### src/include/icache_params.svh
`ifndef ICACHE_PARAMS_SVH
`define ICACHE_PARAMS_SVH

// Fetch address split into block tag and byte offset
`define ICACHE_ADDR_BITS 16
`define ICACHE_OFFSET_BITS 3
`define ICACHE_TAG_BITS (`ICACHE_ADDR_BITS - `ICACHE_OFFSET_BITS)

// One memory block holds 8 bytes of instructions
`define ICACHE_BLOCK_BITS 64

// Ordinary lines plus lines for streamed blocks, 16 in total
`define ICACHE_LINES 12
`define ICACHE_STREAM_LINES 4

// Memory tags, tag 0 means no tag
`define ICACHE_MEM_TAG_BITS 4
`define ICACHE_NUM_MEM_TAGS 15

// Lookahead step, one block
`define ICACHE_PREFETCH_STRIDE 8

`endif

### src/icache_pkg.sv
`include "icache_params.svh"

package icache_pkg;

    // Block tag, address without the offset
    typedef logic [`ICACHE_TAG_BITS-1:0] i_tag_t;

    // Fetch or block address
    typedef logic [`ICACHE_ADDR_BITS-1:0] i_addr_t;

    // Tag handed out by memory for one request
    typedef logic [`ICACHE_MEM_TAG_BITS-1:0] mem_tag_t;

    typedef logic [`ICACHE_BLOCK_BITS-1:0] mem_block_t;

    // One line of the fully associative store
    typedef struct packed {
        logic       valid;
        i_tag_t     tag;
        mem_block_t data;
    } cache_line_t;

    // Outstanding request, memory tag back to block tag
    typedef struct packed {
        logic     valid;
        mem_tag_t mem_tag;
        i_tag_t   tag;
    } mshr_entry_t;

endpackage

### src/victim_lfsr.sv
`timescale 1ns/1ps
`include "icache_params.svh"

module victim_lfsr (
    input  logic clock,
    input  logic reset,
    output logic [$clog2(`ICACHE_LINES + `ICACHE_STREAM_LINES)-1:0] o_index
);

    localparam int INDEX_BITS = $clog2(`ICACHE_LINES + `ICACHE_STREAM_LINES);
    localparam logic [7:0] SEED = 8'hA5;

    logic [7:0] lfsr;
    logic       feedback;

    // Taps for x^8 + x^6 + x^5 + x^4 + 1, maximal length
    assign feedback = lfsr[7] ^ lfsr[5] ^ lfsr[4] ^ lfsr[3];

    always_ff @(posedge clock) begin
        if (reset) begin
            lfsr <= SEED;
        end else begin
            lfsr <= {lfsr[6:0], feedback};
        end
    end

    // Line count is a power of two so any index is legal
    assign o_index = lfsr[INDEX_BITS-1:0];

endmodule

### src/icache.sv
`timescale 1ns/1ps
`include "icache_params.svh"

module icache (
    input  logic                          clock,
    input  logic                          reset,
    input  logic [1:0]                    i_read_valid,
    input  icache_pkg::i_tag_t [1:0]      i_read_tag,
    input  logic                          i_snoop_valid,
    input  icache_pkg::i_tag_t            i_snoop_tag,
    input  logic                          i_fill_valid,
    input  icache_pkg::i_tag_t            i_fill_tag,
    input  icache_pkg::mem_block_t        i_fill_data,
    output logic [1:0]                    o_read_hit,
    output icache_pkg::mem_block_t [1:0]  o_read_data,
    output logic                          o_snoop_found,
    output logic                          o_full
);

    localparam int DEPTH = `ICACHE_LINES + `ICACHE_STREAM_LINES;
    localparam int INDEX_BITS = $clog2(DEPTH);

    icache_pkg::cache_line_t lines [DEPTH];

    logic [DEPTH-1:0]      valid_bits;
    logic [DEPTH-1:0]      snoop_match;
    logic                  free_found;
    logic [INDEX_BITS-1:0] free_index;
    logic [INDEX_BITS-1:0] victim_index;
    logic [INDEX_BITS-1:0] fill_index;

    victim_lfsr u_victim_lfsr (
        .clock   (clock),
        .reset   (reset),
        .o_index (victim_index)
    );

    // Valid vector and snoop compare across all lines
    always_comb begin
        for (int i = 0; i < DEPTH; i++) begin
            valid_bits[i]  = lines[i].valid;
            snoop_match[i] = lines[i].valid && (lines[i].tag == i_snoop_tag);
        end
    end

    assign o_snoop_found = i_snoop_valid && (|snoop_match);
    assign o_full        = &valid_bits;

    // Lowest numbered invalid line wins
    always_comb begin
        free_found = 1'b0;
        free_index = '0;
        for (int i = DEPTH - 1; i >= 0; i--) begin
            if (!valid_bits[i]) begin
                free_found = 1'b1;
                free_index = INDEX_BITS'(i);
            end
        end
    end

    // Random eviction only once every line is taken
    assign fill_index = free_found ? free_index : victim_index;

    // Two read ports, tags are unique so at most one line matches
    always_comb begin
        for (int p = 0; p < 2; p++) begin
            o_read_hit[p]  = 1'b0;
            o_read_data[p] = '0;
            for (int i = 0; i < DEPTH; i++) begin
                if (i_read_valid[p] && lines[i].valid && (lines[i].tag == i_read_tag[p])) begin
                    o_read_hit[p]  = 1'b1;
                    o_read_data[p] = lines[i].data;
                end
            end
        end
    end

    // Refill from the MSHR head, visible to fetch the next cycle
    always_ff @(posedge clock) begin
        if (reset) begin
            for (int i = 0; i < DEPTH; i++) begin
                lines[i].valid <= 1'b0;
            end
        end else if (i_fill_valid) begin
            lines[fill_index] <= '{valid: 1'b1, tag: i_fill_tag, data: i_fill_data};
        end
    end

endmodule

### src/i_mshr.sv
`timescale 1ns/1ps
`include "icache_params.svh"

module i_mshr (
    input  logic                  clock,
    input  logic                  reset,
    input  icache_pkg::i_tag_t    i_snoop_tag,
    output logic                  o_snoop_found,
    input  logic                  i_push_valid,
    input  icache_pkg::mem_tag_t  i_push_mem_tag,
    input  icache_pkg::i_tag_t    i_push_tag,
    input  icache_pkg::mem_tag_t  i_return_tag,
    output logic                  o_fill_valid,
    output icache_pkg::i_tag_t    o_fill_tag
);

    localparam int DEPTH = `ICACHE_NUM_MEM_TAGS + 1;
    localparam int PTR_BITS = $clog2(DEPTH);

    icache_pkg::mshr_entry_t entries [DEPTH];

    logic [PTR_BITS-1:0] head;
    logic [PTR_BITS-1:0] tail;
    logic [DEPTH-1:0]    snoop_match;
    logic                pop;

    function automatic logic [PTR_BITS-1:0] next_ptr(input logic [PTR_BITS-1:0] ptr);
        return (ptr == PTR_BITS'(DEPTH - 1)) ? '0 : ptr + 1'b1;
    endfunction

    // Any outstanding request for the same block
    always_comb begin
        for (int i = 0; i < DEPTH; i++) begin
            snoop_match[i] = entries[i].valid && (entries[i].tag == i_snoop_tag);
        end
    end

    assign o_snoop_found = |snoop_match;

    // Returns come back in order, so only the head can match
    assign pop = (i_return_tag != '0) && entries[head].valid &&
                 (entries[head].mem_tag == i_return_tag);

    assign o_fill_valid = pop;
    assign o_fill_tag   = entries[head].tag;

    always_ff @(posedge clock) begin
        if (reset) begin
            head <= '0;
            tail <= '0;
            for (int i = 0; i < DEPTH; i++) begin
                entries[i].valid <= 1'b0;
            end
        end else begin
            if (pop) begin
                entries[head].valid <= 1'b0;
                head                <= next_ptr(head);
            end
            // At most 15 tags in flight, the tail never reaches a live head
            if (i_push_valid) begin
                entries[tail] <= '{valid: 1'b1, mem_tag: i_push_mem_tag, tag: i_push_tag};
                tail          <= next_ptr(tail);
            end
        end
    end

endmodule

### src/i_prefetcher.sv
`timescale 1ns/1ps
`include "icache_params.svh"

module i_prefetcher (
    input  logic                 clock,
    input  logic                 reset,
    input  logic                 i_miss_valid,
    input  icache_pkg::i_addr_t  i_miss_addr,
    input  logic                 i_cache_full,
    input  logic                 i_req_accepted,
    output logic                 o_snoop_valid,
    output icache_pkg::i_addr_t  o_snoop_addr
);

    localparam icache_pkg::i_addr_t STRIDE = icache_pkg::i_addr_t'(`ICACHE_PREFETCH_STRIDE);

    logic                last_valid;
    icache_pkg::i_addr_t last_miss;
    icache_pkg::i_addr_t pointer;
    icache_pkg::i_addr_t miss_block;
    icache_pkg::i_addr_t ahead_addr;
    logic                new_miss;

    assign miss_block = {i_miss_addr[`ICACHE_ADDR_BITS-1:`ICACHE_OFFSET_BITS],
                         {`ICACHE_OFFSET_BITS{1'b0}}};
    assign ahead_addr = pointer + STRIDE;

    // Demand miss not yet requested takes priority over lookahead
    assign new_miss = i_miss_valid && (!last_valid || (miss_block != last_miss));

    always_comb begin
        o_snoop_valid = 1'b0;
        o_snoop_addr  = '0;
        if (new_miss) begin
            o_snoop_valid = 1'b1;
            o_snoop_addr  = miss_block;
        end else if (!i_cache_full && last_valid) begin
            o_snoop_valid = 1'b1;
            o_snoop_addr  = ahead_addr;
        end
    end

    // State moves only on an accepted request
    always_ff @(posedge clock) begin
        if (reset) begin
            last_valid <= 1'b0;
        end else if (i_req_accepted) begin
            if (new_miss) begin
                last_valid <= 1'b1;
                last_miss  <= miss_block;
                pointer    <= miss_block;
            end else if (o_snoop_valid) begin
                pointer <= ahead_addr;
            end
        end
    end

endmodule

### src/icache_subsystem.sv
`timescale 1ns/1ps
`include "icache_params.svh"

module icache_subsystem (
    input  logic                          clock,
    input  logic                          reset,
    input  logic [1:0]                    i_fetch_valid,
    input  icache_pkg::i_addr_t [1:0]     i_fetch_addr,
    output logic [1:0]                    o_fetch_hit,
    output icache_pkg::mem_block_t [1:0]  o_fetch_data,
    output logic                          o_mem_req_valid,
    output icache_pkg::i_addr_t           o_mem_req_addr,
    input  logic                          i_mem_req_accepted,
    input  icache_pkg::mem_tag_t          i_current_req_tag,
    input  icache_pkg::mem_block_t        i_mem_data,
    input  icache_pkg::mem_tag_t          i_mem_data_tag
);

    icache_pkg::i_tag_t [1:0] fetch_tag;
    logic                     miss_valid;
    icache_pkg::i_addr_t      miss_addr;
    logic                     snoop_valid;
    icache_pkg::i_addr_t      snoop_addr;
    icache_pkg::i_tag_t       snoop_tag;
    logic                     snoop_in_cache;
    logic                     snoop_in_mshr;
    logic                     full;
    logic                     fill_valid;
    icache_pkg::i_tag_t       fill_tag;
    logic                     push_valid;

    assign fetch_tag[0] = i_fetch_addr[0][`ICACHE_ADDR_BITS-1:`ICACHE_OFFSET_BITS];
    assign fetch_tag[1] = i_fetch_addr[1][`ICACHE_ADDR_BITS-1:`ICACHE_OFFSET_BITS];
    assign snoop_tag    = snoop_addr[`ICACHE_ADDR_BITS-1:`ICACHE_OFFSET_BITS];

    icache u_icache (
        .clock (clock), .reset (reset),
        .i_read_valid (i_fetch_valid), .i_read_tag (fetch_tag),
        .i_snoop_valid (snoop_valid), .i_snoop_tag (snoop_tag),
        .i_fill_valid (fill_valid), .i_fill_tag (fill_tag), .i_fill_data (i_mem_data),
        .o_read_hit (o_fetch_hit), .o_read_data (o_fetch_data),
        .o_snoop_found (snoop_in_cache), .o_full (full)
    );

    i_mshr u_mshr (
        .clock (clock), .reset (reset),
        .i_snoop_tag (snoop_tag), .o_snoop_found (snoop_in_mshr),
        .i_push_valid (push_valid), .i_push_mem_tag (i_current_req_tag),
        .i_push_tag (snoop_tag), .i_return_tag (i_mem_data_tag),
        .o_fill_valid (fill_valid), .o_fill_tag (fill_tag)
    );

    i_prefetcher u_prefetcher (
        .clock (clock), .reset (reset),
        .i_miss_valid (miss_valid), .i_miss_addr (miss_addr),
        .i_cache_full (full), .i_req_accepted (i_mem_req_accepted),
        .o_snoop_valid (snoop_valid), .o_snoop_addr (snoop_addr)
    );

    // Port 0 holds the older fetch
    assign miss_valid = (i_fetch_valid[0] && !o_fetch_hit[0]) ||
                        (i_fetch_valid[1] && !o_fetch_hit[1]);
    assign miss_addr  = (i_fetch_valid[0] && !o_fetch_hit[0]) ? i_fetch_addr[0] : i_fetch_addr[1];

    // Only blocks that are neither cached nor in flight go out
    assign o_mem_req_valid = snoop_valid && !snoop_in_cache && !snoop_in_mshr;
    assign o_mem_req_addr  = {snoop_tag, {`ICACHE_OFFSET_BITS{1'b0}}};

    // New MSHR entry when memory takes the request with a real tag
    assign push_valid = i_mem_req_accepted && (i_current_req_tag != '0);

endmodule

### config.mk
export PLATFORM = sky130hd
export DESIGN_NAME = icache_subsystem
export DESIGN_NICKNAME = d
export VERILOG_FILES = /design/src/icache_pkg.sv /design/src/victim_lfsr.sv /design/src/icache.sv /design/src/i_mshr.sv /design/src/i_prefetcher.sv /design/src/icache_subsystem.sv
export VERILOG_INCLUDE_DIRS = /design/src /design/src/include
export SDC_FILE = /design/constraint.sdc
export NUM_CORES = 2
export LEC_CHECK = 0
export BUFFER_PORTS_ARGS = -buffer_cell sky130_fd_sc_hd__buf_4
export CAP_MARGIN = 20
export CORE_MARGIN = 2
export CORE_UTILIZATION = 55
export CTS_CLUSTER_DIAMETER = 80
export DETAILED_ROUTE_END_ITERATION = 16
export MAX_ROUTING_LAYER = met4
export PLACE_DENSITY = 0.71
export SYNTH_ARGS = -nofsm -noshare
export SYNTH_HDL_FRONTEND = slang
export SYNTH_SLANG_ARGS = --single-unit
export TNS_END_PERCENT = 50
### constraint.sdc
create_clock -name clock -period 9.1 [get_ports clock]
set_input_delay 0.91 -clock clock [delete_from_list [all_inputs] [get_ports clock]]
set_output_delay 0.91 -clock clock [all_outputs]
set_load 0.005 [all_outputs]
==> impl_results.md <==
* Yosys cell types at 77
* Setup TNS at 0 ns
* Global-route wire length before repair at 446,500 um
* Initial antenna violation count at 18
* Fmax at 0.1130 GHz
* Rows at 141
* Clk buf depth at 3
* Cells after Synth at 7,075
* First drt pass iteration count at 9
* PwrDens at 175.2 mW/mm^2
* Critical path arrival at 7.94 ns
* CP most frequent cell: buf_4
* DRT Wirelength at 316,200 um
* Placed cells at 8,928
* Core Area at 0.1480 sq mm
* Synthesized area at 0.08219 sq mm
* Largest net degree at the start of global routing at 89
* Dpl ws at 0.7180 ns
* Area Overhead vs Synth at 12.30%
* Worst-path cell chain: buf_4, xnor2_1, nand4_1, nor4_2, or4_4, or4b_1, buf_4, nor4_1, a311oi_1, o2111ai_2, o21ai_4, buf_12, mux2i_2, inv_2, a21oi_1, or4_1, nor4_1, nor3_1, nand4_1, nor4_2, buf_4, buf_4
* Num CTS Buffers at 173
* Die Y at 390.6 um
* CP top delay family: simple AND/OR/NAND/NOR gates
* Postcts setup bufs at 0
* Period utilization at 0.9724
* Clock-pin slew on the worst setup and hold paths at 0.06 ns
* Worst slew margin at 0.1482
* Slowest cell on crit path: nor4_2
* CP Buf/Inv Count at 6
* Stages on the worst setup path at 22
* Util after Layout at 0.6235
* Worst EP required at 8.19 ns
* Clock Latency Late Sink at 0.83 ns
* Clock sinks at 1,583
* Initial core utilization at 0.5552
* # fillers at 11,330
* Tmin final at 8.849 ns
* Initial DRC count at 10,870
* # hold bufs at CTS at 0
* EDFF count, synth at 1,530
* Tot GR Track Use at 0.4184
* Slack of the critical path at 0.2511 ns
* Nets at 7,293
* Skew final at 0.03082 ns
* I/O Pins at 256
* Vias per cell at 7.132
* Fin cells at 9,257
* Routed length per instance at 34.16 um
* Hold path depth at 1
* Synthesized flop and latch total at 1,583
* Slowest stage delay, CP at 0.84 ns
* Die ar. at 0.1525 sq mm
* Final max-slew violation count at 0
* Max VDD drop at 193.2 uV
* Worst Setup End Kind: output pin
* Vias in the first global route at 62,970
* Grt total ovfl at 0
* Die W at 390.6 um
* Slew @ Worst Pin at 1.278 ns
* Hold Path Class: in -> reg
* RSZ-0062 raised after global routing: false
* Syn. warnings at 0
* Post-synth ARST share at 0
* Seq/Total Area, Yosys at 0.5719
* Hpwl dp at 191,000 um
* Outcome: complete, no violations
* Critical path startpoint category: primary input
* P_leak at 28.45 nW
* H-tree depth at 4
* Synth Area per Inst at 11.62 sq um
* IO Port Bufs at 246
* Final setup violation count at 0
* TritonCTS clock tree: done
* Final hold vios at 0
* Critical setup path kind: in -> out
* Worst R2R Path Depth at 8
* Layout cells sized above 1 at 0.1391
* Post_cts resized at 0
* CP Max Fanout at 25
* DR vias at 66,020
* Antenna viol nets, final at 0
* Root buf cell: clkbuf_16
* Main flop type after synthesis: edfxtp_1
* # Max-Cap Violations at 0
* DRC at 0
* RePlAce Congestion at 1.035
stage by stage:
step                hold slack [ns]  total power [mW]  area, sq um
floorplan                    0.3895             8.712        82190
global placement             0.3977             9.254        86680
detailed placement           0.4028             9.263        86680
CTS                          0.3347             16.14        92230
global route                 0.3731             16.47        92290
finish                       0.3632             16.17        92290
synth_stat cells, types with 15 or more instances:
library cell | instances | area [sq um]
clkbuf_1 | 400 | 1501
edfxtp_1 | 1530 | 45940
a211o_1 | 68 | 595.6
a21oi_1 | 433 | 2167
xor2_1 | 20 | 175.2
dfxtp_1 | 53 | 1061
nor4_1 | 59 | 369.1
and3_1 | 72 | 450.4
o211ai_1 | 164 | 1231
a222oi_1 | 15 | 150.1
nand4_1 | 159 | 994.7
mux2i_1 | 403 | 4034
o21a_1 | 69 | 518.0
or4_1 | 22 | 165.2
o21ai_0 | 537 | 2688
buf_2 | 40 | 200.2
nor3_1 | 55 | 275.3
xnor2_1 | 684 | 5991
o22a_1 | 67 | 586.8
buf_4 | 23 | 172.7
o22ai_1 | 48 | 300.3
a211oi_1 | 21 | 157.7
a21o_1 | 20 | 150.1
nor2_1 | 214 | 803.3
o221a_2 | 66 | 743.2
buf_1 | 109 | 409.1
nand3_1 | 216 | 1081
a22oi_1 | 29 | 217.7
inv_1 | 34 | 127.6
mux4_2 | 90 | 2027
a221oi_1 | 173 | 1515
nand2_1 | 957 | 3592
nand2b_1 | 36 | 225.2
worst register-to-register path, cell delays in order (launching register included):
cell and delay [ns]:
dfxtp_2 1.04, buf_4 0.59, mux4_2 0.62, xnor2_1 0.17, nand4_1 0.25, nor4_1 0.92, nand2_1 0.47, nor2_4 0.94
buf_4 0.60
state kept, by name, summed over array words and instances, names as in the netlist, named ones only:
register	cells
u_prefetcher.last_valid	1
u_mshr.tail	4
u_prefetcher.pointer	13
u_prefetcher.last_miss	13
u_mshr.entries	288
u_icache.lines	1248
u_icache.u_victim_lfsr.lfsr	8
u_mshr.head	4
per-layer routing:
metal | vias to the layer above | part of all wire | GRT usage
met5 | - | 0 | -
met3 | 997 | 0.14 | 0.1133
met4 | 0 | 0.047 | 0.1821
li1 | 27090 | - | -
met1 | 32560 | 0.38 | 0.5682
met2 | 5383 | 0.43 | 0.5909
logic make-up after synthesis:
kind of cell	synth area share
AOI/OAI and AO/OA	0.1449
other	0.00004563
and+or+nand+nor	0.1005
xor gates and xnor gates	0.07502
muxes	0.07513
adders and majority gates	0.001370
buffers and inverters	0.03109
DFF	0.5719
worst paths after layout:
path / from / slack (ns) / end
worst min register to register: u_icache.u_victim_lfsr.lfsr[6] / 0.41 / u_icache.u_victim_lfsr.lfsr[7]
worst max-delay path: i_fetch_addr[9] / 0.25 / o_mem_req_valid
worst min-delay path: i_mem_data[33] / 0.36 / u_icache.lines[15][33]
worst max register to register: flip-flop / 3.11 / u_icache.lines[1][28]
power by group:
part	total, mW	switching [mW]	internal (mW)
sequential	8.05	0.0256	8.03
clock	7.00	3.02	3.98
combinational	1.13	0.799	0.327
total	16.2	3.84	12.3
final cells by class:
cell class	instances	area (sq um)	area share
flip-flops and latches	1583	47010	0.5094
clock buffers	218	4592	0.04975
diodes	11	27.53	0.0002982
well taps	1930	2415	0.02616
multi-input cells	4858	33070	0.3583
inverters	53	203.9	0.002210
clock inverters	98	960.9	0.01041
repair buffers	506	4019	0.04354
layout by cell type (no fill, tap or decap), types with 15 or more instances in the layout:
cell type and count:
a211o_1 68, and3_1 72, nor3_1 50, edfxtp_1 1530, a21oi_1 430, a221oi_1 173
xor2_1 20, nand4_1 159, o211ai_1 164, buf_12 16, clkinv_2 19, mux4_2 90
o221a_2 66, nor4_2 25, clkbuf_1 39, o22ai_1 48, a211oi_1 21, o21a_1 68
nor2_1 190, mux2i_1 395, clkinv_1 48, nor4_1 35, o22a_1 67, nand3_1 215
a222oi_1 15, clkbuf_16 176, nand2_1 956, buf_4 489, xnor2_1 684, nor2_4 18
a22oi_1 29, dfxtp_1 51, o21ai_0 537, inv_1 34, nand2b_1 26, a21o_1 20
Power figures use the tool's default switching activity.
